==> config.mk <==
export PLATFORM = sky130hd
export DESIGN_NAME = rv_decode_execute
export DESIGN_NICKNAME = d
export VERILOG_FILES = /design/src/rv_pkg.sv /design/src/rv_decoder.sv /design/src/rv_regfile.sv /design/src/id_ex_reg.sv /design/src/rv_alu.sv /design/src/rv_decode_execute.sv
export SDC_FILE = /design/constraint.sdc
export NUM_CORES = 2
export LEC_CHECK = 0
export BUFFER_PORTS_ARGS = -buffer_cell sky130_fd_sc_hd__buf_2
export CORE_MARGIN = 5
export CORE_UTILIZATION = 64
export CTS_BUF_LIST = sky130_fd_sc_hd__clkbuf_16
export CTS_CLUSTER_DIAMETER = 200
export CTS_CLUSTER_SIZE = 14
export DETAILED_ROUTE_END_ITERATION = 12
export PLACE_DENSITY = 0.81
export SYNTH_ARGS = -nofsm -noshare
export SYNTH_HDL_FRONTEND = slang
export SYNTH_SLANG_ARGS = --single-unit
==> constraint.sdc <==
create_clock -name clk -period 7.3 [get_ports clk]
set_clock_uncertainty 0.2 [all_clocks]
set_input_delay 0.73 -clock clk [delete_from_list [all_inputs] [get_ports clk]]
set_output_delay 0.73 -clock clk [all_outputs]
set_load 0.01 [all_outputs]
==> src/rv_pkg.sv <==
/*
 * Shared widths, encodings and control-word layout for the RV32I decode/execute slice.
 * Opcode values are the RV32I major opcodes. Loads, stores and system opcodes are absent
 * and decode as illegal. Control-word bits 15:14 are spare and always zero.
 */
package rv_pkg;

    localparam int XLEN       = 32;           // Data and address width
    localparam int REG_ADDR_W = 5;            // x0..x31
    localparam int ALU_OP_W   = 4;            // Width of alu_op_e
    localparam int CTRL_W     = 16;           // Decoded control word

    // Major opcodes handled by the slice
    typedef enum logic [6:0] {
        OP     = 7'b0110011,                  // Register-register ALU
        OP_IMM = 7'b0010011,                  // Register-immediate ALU
        LUI    = 7'b0110111,
        AUIPC  = 7'b0010111,
        JAL    = 7'b1101111,
        JALR   = 7'b1100111,
        BRANCH = 7'b1100011                   // beq .. bgeu
    } opcode_e;

    // ALU operations, carried in the control word
    typedef enum logic [ALU_OP_W-1:0] {
        ADD    = 4'd0,
        SUB    = 4'd1,
        AND    = 4'd2,
        OR     = 4'd3,
        XOR    = 4'd4,
        SLL    = 4'd5,
        SRL    = 4'd6,
        SRA    = 4'd7,
        SLT    = 4'd8,                        // Signed compare
        SLTU   = 4'd9,                        // Unsigned compare
        PASS_B = 4'd10                        // LUI, operand B straight through
    } alu_op_e;

    // Control-word layout
    // [3:0]   ALU op
    // [4]     B from immediate
    // [5]     A from PC
    // [6]     Write rd
    // [7]     Conditional branch
    // [8]     JAL or JALR
    // [9]     Target from rs1
    // [10]    Illegal
    // [13:11] funct3 for branch conditions
    localparam int CTRL_ALU_LSB    = 0;
    localparam int CTRL_SRC_B_IMM  = 4;
    localparam int CTRL_SRC_A_PC   = 5;
    localparam int CTRL_REG_WRITE  = 6;
    localparam int CTRL_BRANCH     = 7;
    localparam int CTRL_JUMP       = 8;
    localparam int CTRL_JALR       = 9;
    localparam int CTRL_ILLEGAL    = 10;
    localparam int CTRL_FUNCT3_LSB = 11;

endpackage

==> src/rv_decoder.sv <==
/*
 * Combinational RV32I decode into control word, immediate and register addresses.
 * Loads, stores, fence and system opcodes are flagged illegal. So are bad OP funct7 and
 * reserved branch funct3. An illegal instruction has write, branch and jump cleared.
 */
`timescale 1ns/10ps

module rv_decoder (
    input  logic [31:0]                    i_instr,
    output logic [rv_pkg::CTRL_W-1:0]      o_ctrl,
    output logic [31:0]                    o_imm,
    output logic [rv_pkg::REG_ADDR_W-1:0]  o_rs1_addr,
    output logic [rv_pkg::REG_ADDR_W-1:0]  o_rs2_addr,
    output logic [rv_pkg::REG_ADDR_W-1:0]  o_rd_addr
);

    logic [6:0]      opcode;
    logic [2:0]      funct3;
    logic [6:0]      funct7;
    logic [31:0]     imm_i, imm_u, imm_j, imm_b;
    rv_pkg::alu_op_e alu_op;
    logic            src_b_imm, src_a_pc, reg_write;
    logic            branch, jump, jalr, illegal;

    // funct3 to ALU op. alt selects SUB / SRA
    function automatic rv_pkg::alu_op_e alu_from_funct3(input logic [2:0] f3, input logic alt);
        case (f3)
            3'b000:  return alt ? rv_pkg::SUB : rv_pkg::ADD;
            3'b001:  return rv_pkg::SLL;
            3'b010:  return rv_pkg::SLT;
            3'b011:  return rv_pkg::SLTU;
            3'b100:  return rv_pkg::XOR;
            3'b101:  return alt ? rv_pkg::SRA : rv_pkg::SRL;
            3'b110:  return rv_pkg::OR;
            default: return rv_pkg::AND;
        endcase
    endfunction

    assign opcode     = i_instr[6:0];
    assign funct3     = i_instr[14:12];
    assign funct7     = i_instr[31:25];
    assign o_rd_addr  = i_instr[11:7];
    assign o_rs1_addr = i_instr[19:15];
    assign o_rs2_addr = i_instr[24:20];

    // Sign-extended immediates per format
    assign imm_i = {{20{i_instr[31]}}, i_instr[31:20]};
    assign imm_u = {i_instr[31:12], 12'b0};
    assign imm_j = {{12{i_instr[31]}}, i_instr[19:12], i_instr[20], i_instr[30:21], 1'b0};
    assign imm_b = {{20{i_instr[31]}}, i_instr[7], i_instr[30:25], i_instr[11:8], 1'b0};

    always_comb begin
        alu_op    = rv_pkg::ADD;               // Also serves AUIPC, JALR, branches
        src_b_imm = 1'b0;
        src_a_pc  = 1'b0;
        reg_write = 1'b0;
        branch    = 1'b0;
        jump      = 1'b0;
        jalr      = 1'b0;
        illegal   = 1'b0;
        o_imm     = imm_i;
        case (opcode)
            rv_pkg::OP: begin
                reg_write = 1'b1;
                alu_op    = alu_from_funct3(funct3, funct7[5]);
                if (funct7 == 7'b0100000)  // Only sub and sra use the alternate form
                    illegal = !(funct3 == 3'b000 || funct3 == 3'b101);
                else
                    illegal = (funct7 != 7'b0000000);
            end
            rv_pkg::OP_IMM: begin
                reg_write = 1'b1;
                src_b_imm = 1'b1;
                alu_op    = alu_from_funct3(funct3, i_instr[30] && funct3 == 3'b101); // srai
            end
            rv_pkg::LUI: begin
                reg_write = 1'b1;
                src_b_imm = 1'b1;
                alu_op    = rv_pkg::PASS_B;
                o_imm     = imm_u;
            end
            rv_pkg::AUIPC: begin
                reg_write = 1'b1;
                src_b_imm = 1'b1;
                src_a_pc  = 1'b1;              // pc + imm_u
                o_imm     = imm_u;
            end
            rv_pkg::JAL: begin
                reg_write = 1'b1;              // Link
                jump      = 1'b1;
                o_imm     = imm_j;
            end
            rv_pkg::JALR: begin
                reg_write = 1'b1;
                jump      = 1'b1;
                jalr      = 1'b1;              // Base from rs1, imm_i
            end
            rv_pkg::BRANCH: begin
                branch  = 1'b1;
                illegal = (funct3 == 3'b010 || funct3 == 3'b011); // Reserved conditions
                o_imm   = imm_b;
            end
            default: illegal = 1'b1;           // Loads, stores, fence, system
        endcase
        if (illegal) begin
            reg_write = 1'b0;
            branch    = 1'b0;
            jump      = 1'b0;
        end
    end

    // Pack control word
    always_comb begin
        o_ctrl = '0;
        o_ctrl[rv_pkg::CTRL_ALU_LSB +: rv_pkg::ALU_OP_W] = alu_op;
        o_ctrl[rv_pkg::CTRL_SRC_B_IMM]  = src_b_imm;
        o_ctrl[rv_pkg::CTRL_SRC_A_PC]   = src_a_pc;
        o_ctrl[rv_pkg::CTRL_REG_WRITE]  = reg_write;
        o_ctrl[rv_pkg::CTRL_BRANCH]     = branch;
        o_ctrl[rv_pkg::CTRL_JUMP]       = jump;
        o_ctrl[rv_pkg::CTRL_JALR]       = jalr;
        o_ctrl[rv_pkg::CTRL_ILLEGAL]    = illegal;
        o_ctrl[rv_pkg::CTRL_FUNCT3_LSB +: 3] = funct3;
    end

endmodule

==> src/rv_regfile.sv <==
/*
 * 32 x 32 register file, two combinational reads, one synchronous write.
 * x0 reads zero and ignores writes. A read of the register written this cycle
 * returns the write data. All registers clear on reset.
 */
`timescale 1ns/10ps

module rv_regfile (
    input  logic                           clk,
    input  logic                           i_rst,
    input  logic [rv_pkg::REG_ADDR_W-1:0]  i_rs1_addr,
    input  logic [rv_pkg::REG_ADDR_W-1:0]  i_rs2_addr,
    output logic [rv_pkg::XLEN-1:0]        o_rs1_data,
    output logic [rv_pkg::XLEN-1:0]        o_rs2_data,
    input  logic                           i_wr_en,
    input  logic [rv_pkg::REG_ADDR_W-1:0]  i_wr_addr,
    input  logic [rv_pkg::XLEN-1:0]        i_wr_data
);

    logic [rv_pkg::XLEN-1:0] regs [2**rv_pkg::REG_ADDR_W];

    // One read port, with x0 and write-through bypass
    function automatic logic [rv_pkg::XLEN-1:0] read_port(
        input logic [rv_pkg::REG_ADDR_W-1:0] addr
    );
        if (addr == '0)
            return '0;
        else if (i_wr_en && i_wr_addr == addr)
            return i_wr_data;                  // Fresh result from execute
        else
            return regs[addr];
    endfunction

    always_ff @(posedge clk) begin
        if (i_rst) begin
            for (int i = 0; i < 2**rv_pkg::REG_ADDR_W; i++)
                regs[i] <= '0;
        end else if (i_wr_en && i_wr_addr != '0) begin // x0 stays zero
            regs[i_wr_addr] <= i_wr_data;
        end
    end

    always_comb o_rs1_data = read_port(i_rs1_addr);
    always_comb o_rs2_data = read_port(i_rs2_addr);

endmodule

==> src/id_ex_reg.sv <==
/*
 * ID/EX pipeline register. Captures on i_en, holds otherwise.
 * Only the valid bit is reset, so data fields are undefined until the first capture.
 * A bubble (i_valid low) still loads the data fields.
 */
`timescale 1ns/10ps

module id_ex_reg (
    input  logic                           clk,
    input  logic                           i_rst,
    input  logic                           i_en,         // Inverted stall
    input  logic                           i_valid,
    input  logic [rv_pkg::CTRL_W-1:0]      i_ctrl,
    input  logic [rv_pkg::XLEN-1:0]        i_pc,
    input  logic [rv_pkg::XLEN-1:0]        i_rs1_data,
    input  logic [rv_pkg::XLEN-1:0]        i_rs2_data,
    input  logic [rv_pkg::XLEN-1:0]        i_imm,
    input  logic [rv_pkg::REG_ADDR_W-1:0]  i_rd_addr,
    output logic                           o_valid,
    output logic [rv_pkg::CTRL_W-1:0]      o_ctrl,
    output logic [rv_pkg::XLEN-1:0]        o_pc,
    output logic [rv_pkg::XLEN-1:0]        o_rs1_data,
    output logic [rv_pkg::XLEN-1:0]        o_rs2_data,
    output logic [rv_pkg::XLEN-1:0]        o_imm,
    output logic [rv_pkg::REG_ADDR_W-1:0]  o_rd_addr
);

    logic [rv_pkg::XLEN-1:0]       data_q [4];    // pc, rs1, rs2, imm
    logic [rv_pkg::CTRL_W-1:0]     ctrl_q;
    logic [rv_pkg::REG_ADDR_W-1:0] rd_q;
    logic                          valid_q;

    always_ff @(posedge clk) begin
        if (i_rst)
            valid_q <= 1'b0;
        else if (i_en)
            valid_q <= i_valid;                // Bubble when fetch has nothing
    end

    // Payload, no reset
    always_ff @(posedge clk) begin
        if (i_en) begin
            ctrl_q    <= i_ctrl;
            data_q[0] <= i_pc;
            data_q[1] <= i_rs1_data;
            data_q[2] <= i_rs2_data;
            data_q[3] <= i_imm;
            rd_q      <= i_rd_addr;
        end
    end

    assign o_valid    = valid_q;
    assign o_ctrl     = ctrl_q;
    assign o_pc       = data_q[0];
    assign o_rs1_data = data_q[1];
    assign o_rs2_data = data_q[2];
    assign o_imm      = data_q[3];
    assign o_rd_addr  = rd_q;

endmodule

==> src/rv_alu.sv <==
/*
 * Execute stage, purely combinational from the ID/EX contents.
 * Jumps return pc + 4 as result. Branch outcome and target are reported only.
 * Branch compares reuse the ALU operands, which are rs1 and rs2 for branches.
 */
`timescale 1ns/10ps

module rv_alu (
    input  logic                           i_valid,
    input  logic [rv_pkg::CTRL_W-1:0]      i_ctrl,
    input  logic [rv_pkg::XLEN-1:0]        i_pc,
    input  logic [rv_pkg::XLEN-1:0]        i_rs1_data,
    input  logic [rv_pkg::XLEN-1:0]        i_rs2_data,
    input  logic [rv_pkg::XLEN-1:0]        i_imm,
    input  logic [rv_pkg::REG_ADDR_W-1:0]  i_rd_addr,
    output logic                           o_valid,
    output logic                           o_wr_en,
    output logic [rv_pkg::REG_ADDR_W-1:0]  o_rd,
    output logic [rv_pkg::XLEN-1:0]        o_result,
    output logic                           o_branch_taken,
    output logic [rv_pkg::XLEN-1:0]        o_branch_target,
    output logic                           o_illegal
);

    rv_pkg::alu_op_e         alu_op;
    logic [rv_pkg::XLEN-1:0] op_a, op_b, alu_out, target_sum;
    logic [2:0]              funct3;
    logic                    eq, lt, ltu, cond;
    logic                    jump, jalr, illegal;

    assign alu_op  = rv_pkg::alu_op_e'(i_ctrl[rv_pkg::CTRL_ALU_LSB +: rv_pkg::ALU_OP_W]);
    assign funct3  = i_ctrl[rv_pkg::CTRL_FUNCT3_LSB +: 3];
    assign jump    = i_ctrl[rv_pkg::CTRL_JUMP];
    assign jalr    = i_ctrl[rv_pkg::CTRL_JALR];
    assign illegal = i_ctrl[rv_pkg::CTRL_ILLEGAL];

    assign op_a = i_ctrl[rv_pkg::CTRL_SRC_A_PC]  ? i_pc  : i_rs1_data;
    assign op_b = i_ctrl[rv_pkg::CTRL_SRC_B_IMM] ? i_imm : i_rs2_data;

    // Shared compares for SLT/SLTU and branches
    assign eq  = (op_a == op_b);
    assign lt  = ($signed(op_a) < $signed(op_b));
    assign ltu = (op_a < op_b);

    always_comb begin
        case (alu_op)
            rv_pkg::ADD:    alu_out = op_a + op_b;
            rv_pkg::SUB:    alu_out = op_a - op_b;
            rv_pkg::AND:    alu_out = op_a & op_b;
            rv_pkg::OR:     alu_out = op_a | op_b;
            rv_pkg::XOR:    alu_out = op_a ^ op_b;
            rv_pkg::SLL:    alu_out = op_a << op_b[4:0];
            rv_pkg::SRL:    alu_out = op_a >> op_b[4:0];
            rv_pkg::SRA:    alu_out = $signed(op_a) >>> op_b[4:0];
            rv_pkg::SLT:    alu_out = {{(rv_pkg::XLEN-1){1'b0}}, lt};
            rv_pkg::SLTU:   alu_out = {{(rv_pkg::XLEN-1){1'b0}}, ltu};
            default:        alu_out = op_b;    // PASS_B
        endcase
    end

    always_comb begin
        case (funct3)
            3'b000:  cond = eq;                // beq
            3'b001:  cond = !eq;               // bne
            3'b100:  cond = lt;                // blt
            3'b101:  cond = !lt;               // bge
            3'b110:  cond = ltu;               // bltu
            3'b111:  cond = !ltu;              // bgeu
            default: cond = 1'b0;
        endcase
    end

    assign target_sum      = (jalr ? i_rs1_data : i_pc) + i_imm;
    assign o_branch_target = {target_sum[rv_pkg::XLEN-1:1], target_sum[0] & !jalr};
    assign o_branch_taken  = i_valid && !illegal
                             && (jump || (i_ctrl[rv_pkg::CTRL_BRANCH] && cond));

    assign o_valid   = i_valid;
    assign o_rd      = i_rd_addr;
    assign o_result  = jump ? i_pc + 32'd4 : alu_out; // Link value for jumps
    assign o_illegal = i_valid && illegal;
    assign o_wr_en   = i_valid && i_ctrl[rv_pkg::CTRL_REG_WRITE] && !illegal
                       && (i_rd_addr != '0);

endmodule

==> src/rv_decode_execute.sv <==
/*
 * Decode and execute slice of an RV32I core around the ID/EX register.
 * One cycle from capture to o_valid. Fetch must hold its inputs while i_stall is high.
 * Branch and jump outcomes are reported only; no redirect or flush.
 */
`timescale 1ns/10ps

module rv_decode_execute (
    input  logic                           clk,
    input  logic                           i_rst,
    input  logic                           i_valid,
    input  logic [rv_pkg::XLEN-1:0]        i_instr,
    input  logic [rv_pkg::XLEN-1:0]        i_pc,
    input  logic                           i_stall,
    output logic                           o_valid,
    output logic                           o_wr_en,
    output logic [rv_pkg::REG_ADDR_W-1:0]  o_rd,
    output logic [rv_pkg::XLEN-1:0]        o_result,
    output logic                           o_branch_taken,
    output logic [rv_pkg::XLEN-1:0]        o_branch_target,
    output logic                           o_illegal
);

    // Decode side
    logic [rv_pkg::CTRL_W-1:0]     dec_ctrl;
    logic [rv_pkg::XLEN-1:0]       dec_imm;
    logic [rv_pkg::REG_ADDR_W-1:0] rs1_addr, rs2_addr, dec_rd;
    logic [rv_pkg::XLEN-1:0]       rs1_data, rs2_data;
    // Execute side
    logic                          ex_valid;
    logic [rv_pkg::CTRL_W-1:0]     ex_ctrl;
    logic [rv_pkg::XLEN-1:0]       ex_pc, ex_rs1, ex_rs2, ex_imm;
    logic [rv_pkg::REG_ADDR_W-1:0] ex_rd;
    logic                          rf_wr_en;

    assign rf_wr_en = o_wr_en && !i_stall;     // Write once, at the releasing edge

    rv_decoder u_decoder (
        .i_instr(i_instr), .o_ctrl(dec_ctrl), .o_imm(dec_imm),
        .o_rs1_addr(rs1_addr), .o_rs2_addr(rs2_addr), .o_rd_addr(dec_rd)
    );

    rv_regfile u_regfile (
        .clk(clk), .i_rst(i_rst),
        .i_rs1_addr(rs1_addr), .i_rs2_addr(rs2_addr),
        .o_rs1_data(rs1_data), .o_rs2_data(rs2_data),
        .i_wr_en(rf_wr_en), .i_wr_addr(o_rd), .i_wr_data(o_result)
    );

    id_ex_reg u_id_ex (
        .clk(clk), .i_rst(i_rst), .i_en(!i_stall), .i_valid(i_valid),
        .i_ctrl(dec_ctrl), .i_pc(i_pc), .i_rs1_data(rs1_data), .i_rs2_data(rs2_data),
        .i_imm(dec_imm), .i_rd_addr(dec_rd),
        .o_valid(ex_valid), .o_ctrl(ex_ctrl), .o_pc(ex_pc), .o_rs1_data(ex_rs1),
        .o_rs2_data(ex_rs2), .o_imm(ex_imm), .o_rd_addr(ex_rd)
    );

    rv_alu u_alu (
        .i_valid(ex_valid), .i_ctrl(ex_ctrl), .i_pc(ex_pc),
        .i_rs1_data(ex_rs1), .i_rs2_data(ex_rs2), .i_imm(ex_imm), .i_rd_addr(ex_rd),
        .o_valid(o_valid), .o_wr_en(o_wr_en), .o_rd(o_rd), .o_result(o_result),
        .o_branch_taken(o_branch_taken), .o_branch_target(o_branch_target),
        .o_illegal(o_illegal)
    );

endmodule

==> flow_summary.json <==
{
  "antenna_found_initial": 16,
  "wl_per_cell_um": 40.40,
  "postCtsHoldBufs": 16,
  "ys_warn_count": 0,
  "synth_area_per_cell_um2": 12.82,
  "fp-row-count": 121,
  "arrival_ps": 6210,
  "hold_ws_ps": 20.52,
  "layout-drive-gt1-share_pct": 23.70,
  "io_pins": 141,
  "htreeDepth": 3,
  "initial_core_util_pct": 64.56,
  "clk_latency_ps": 740,
  "wl_um": 281600,
  "fin_crit_sh_pct": 97.84,
  "max-slew-margin-rel_pct": -1.295,
  "fin_setup_tns_ps": 0,
  "cts.sinks": 1172,
  "final_cell_mix": "edfxtp_1 (1171), nor2_1 (1159), mux4_2 (643)",
  "clk_path_buf_depth": 3,
  "critPathKind": "reg2out",
  "synth_top_area_share_pct": 49.90,
  "grt_pass1_wl_um": 394700,
  "coreArea_um2": 109200,
  "vias_per_cell": 7.954,
  "die_h_um": 341.8,
  "crit_fanout": 36,
  "cap_viol_max_count": 2,
  "area_delta_synth_final_pct": 7.480,
  "power.density_nw_per_um2": 227.7,
  "yosysSeqAreaShare_pct": 49.93,
  "final-hold-violation-count": 0,
  "portBuffers": 140,
  "num_vias": 55440,
  "ys_async_sr_fraction_pct": 0,
  "post_cts_buffers": 0,
  "yosysUniqueCellTypes": 96,
  "cts_root_buf": "clkbuf_16",
  "worst_setup_path_end_kind": "output pin",
  "vdd_drop_max_mv": 0.2217,
  "grt-ovfl-total": 0,
  "critPathRequiredTime_ps": 6370,
  "synth_seq_cells": 1172,
  "syn_area_um2": 70470,
  "die_area_um2": 116800,
  "die_x_um": 341.8,
  "grt_pass1_vias": 55040,
  "period_minus_slack_ps": 7142,
  "synth-edff-count": 1171,
  "antenna_left": 0,
  "grt_use_total_pct": 47.90,
  "dp.final_hpwl_um": 182300,
  "setup_viol": 0,
  "gp_congestion": 1.090,
  "start_kind": "flip-flop",
  "slew_viol_final": 2,
  "leakage_nw": 28.07,
  "synthCells": 5498,
  "numCtsBuffers": 94,
  "violations": "capacitance limit, slew limit",
  "worst_slack_ps": 157.7,
  "drc": 0,
  "cts-resized-gates": 0,
  "num-fill-cells": 7224,
  "drt-pass1-iter-count": 10,
  "synthFlopType": "edfxtp_1",
  "clock.fmax_mhz": 140.0,
  "synth_area_leader_cell": "edfxtp_1",
  "worst_slew_pin_slew_ps": 1506,
  "hold_class": "in2reg",
  "r2r_cells": 11,
  "grt_max_degree": 103,
  "initialDrtViolationCount": 10660,
  "pre_cts_ws_ps": 1240,
  "mostFrequentLayoutCell": "edfxtp_1",
  "status": "finished, violations left",
  "cts_tree": "yes",
  "clk_pin_slew_ps": 80,
  "rsz0062_at_grt": "false",
  "synth_area_leaders": "edfxtp_1 (50%), mux4_2 (21%), nor2_1 (6.2%)",
  "min_delay_path_depth": 1,
  "final_nets": 5669
}
worst max-delay path, cell delays in order (launching register included):
cell       delay, ps
edfxtp_1         420
buf_4            610
mux2i_4          370
buf_4            340
ha_1             360
o21ba_2          270
o2111ai_2        250
o31ai_1          200
nor4_1           700
o32ai_1          280
a221oi_1         280
o221ai_1         300
o31ai_4          640
inv_1            240
buf_2            210
registers in the layout (all words and copies together) (netlist names):
name,flops
u_id_ex.data_q,128
u_regfile.regs,1024
u_id_ex.o_ctrl,14
u_id_ex.o_rd_addr,5
u_id_ex.o_valid,1
cells in the mapped netlist, types with 8 or more instances:
cell type	count
nor2b_1	38
o21bai_1	22
a21oi_1	206
a22oi_1	11
a21o_1	55
o311ai_0	8
o21a_1	14
nand2_1	236
nand3_1	50
mux2_2	72
xnor2_1	56
nor4_1	23
o221ai_1	15
a31oi_1	16
nor2_1	1160
inv_1	140
buf_2	82
nor3b_1	11
nand4_1	18
ha_1	132
a21boi_0	15
o2111ai_1	9
a2111oi_0	9
nor3_1	64
and2_1	18
buf_6	15
buf_1	73
edfxtp_1	1171
nand2b_1	45
o31ai_1	16
a211oi_1	46
clkbuf_1	326
nor2_2	10
a211o_1	15
or3_1	15
mux4_2	643
mux2i_1	209
o22ai_1	39
a221oi_1	24
a22o_1	9
o21ai_0	118
xor2_1	32
o211ai_1	45
and3_1	20
buf_4	21
final timing paths:
kind,startpoint,to,slack [ps]
max reg2reg,u_id_ex.o_ctrl[5]$_DFFE_PN_,u_id_ex.data_q[2][12]$_SDFFCE_PN0N_,960
min,i_pc[20],u_id_ex.data_q[0][20]$_DFFE_PN_,20
min reg2reg,u_id_ex.o_valid$_SDFFE_PP0N_,u_id_ex.o_valid$_SDFFE_PP0N_,480
max,u_id_ex.o_ctrl[4]$_DFFE_PN_,o_result[21],160
layout make-up:
cell class                 instances  area, um^2  share of cell area [%]
clock buffer                      94        2352                   3.106
inverter                         146       555.5                  0.7335
multi-input combinational       3694       33010                   43.58
clock inverter                    22       232.7                  0.3073
timing repair buffer             358        2539                   3.352
antenna                            8       20.02                 0.02643
sequential                      1172       35180                   46.45
tap                             1476        1847                   2.438
metal layers:
metal	GRT usage, %	wire, um	vias up
li1	-	-	20870
met5	0	124	-
met1	55.40	80490	26540
met2	71.45	123300	6205
met3	18.70	46870	1805
met4	38.43	30770	16
per-stage QoR:
step	total power, mW	cells	area (um^2)	utilization (%)
final	17.25	6970	75740	69.39
after global routing	17.60	6962	75720	69.37
after CTS	16.94	6961	75710	69.36
after detailed placement	12.32	6829	72960	66.84
after global placement	12.26	6829	72960	66.84
after floorplan	10.71	5529	70590	-
report_power, final:
part / switching (mW) / internal, mW / total [mW]
logic: 2.96 / 1.52 / 4.49
registers: 0.282 / 7.71 / 7.99
clock network: 2.46 / 2.32 / 4.78
total: 5.70 / 11.5 / 17.2
logic make-up (layout without fill, tap and decap cells):
logic type,Yosys count,count (layout),share of synthesized area (%)
flops,1172,1172,49.93
fa+ha+maj,135,135,2.429
compound gates,773,773,7.427
other cells,1,40,0.005322
buf+inv,663,620,3.952
xor+xnor,88,88,1.094
simple gates,1734,1734,10.33
mux,932,932,24.83
Note: power is estimated with default switching activity, not from simulation.
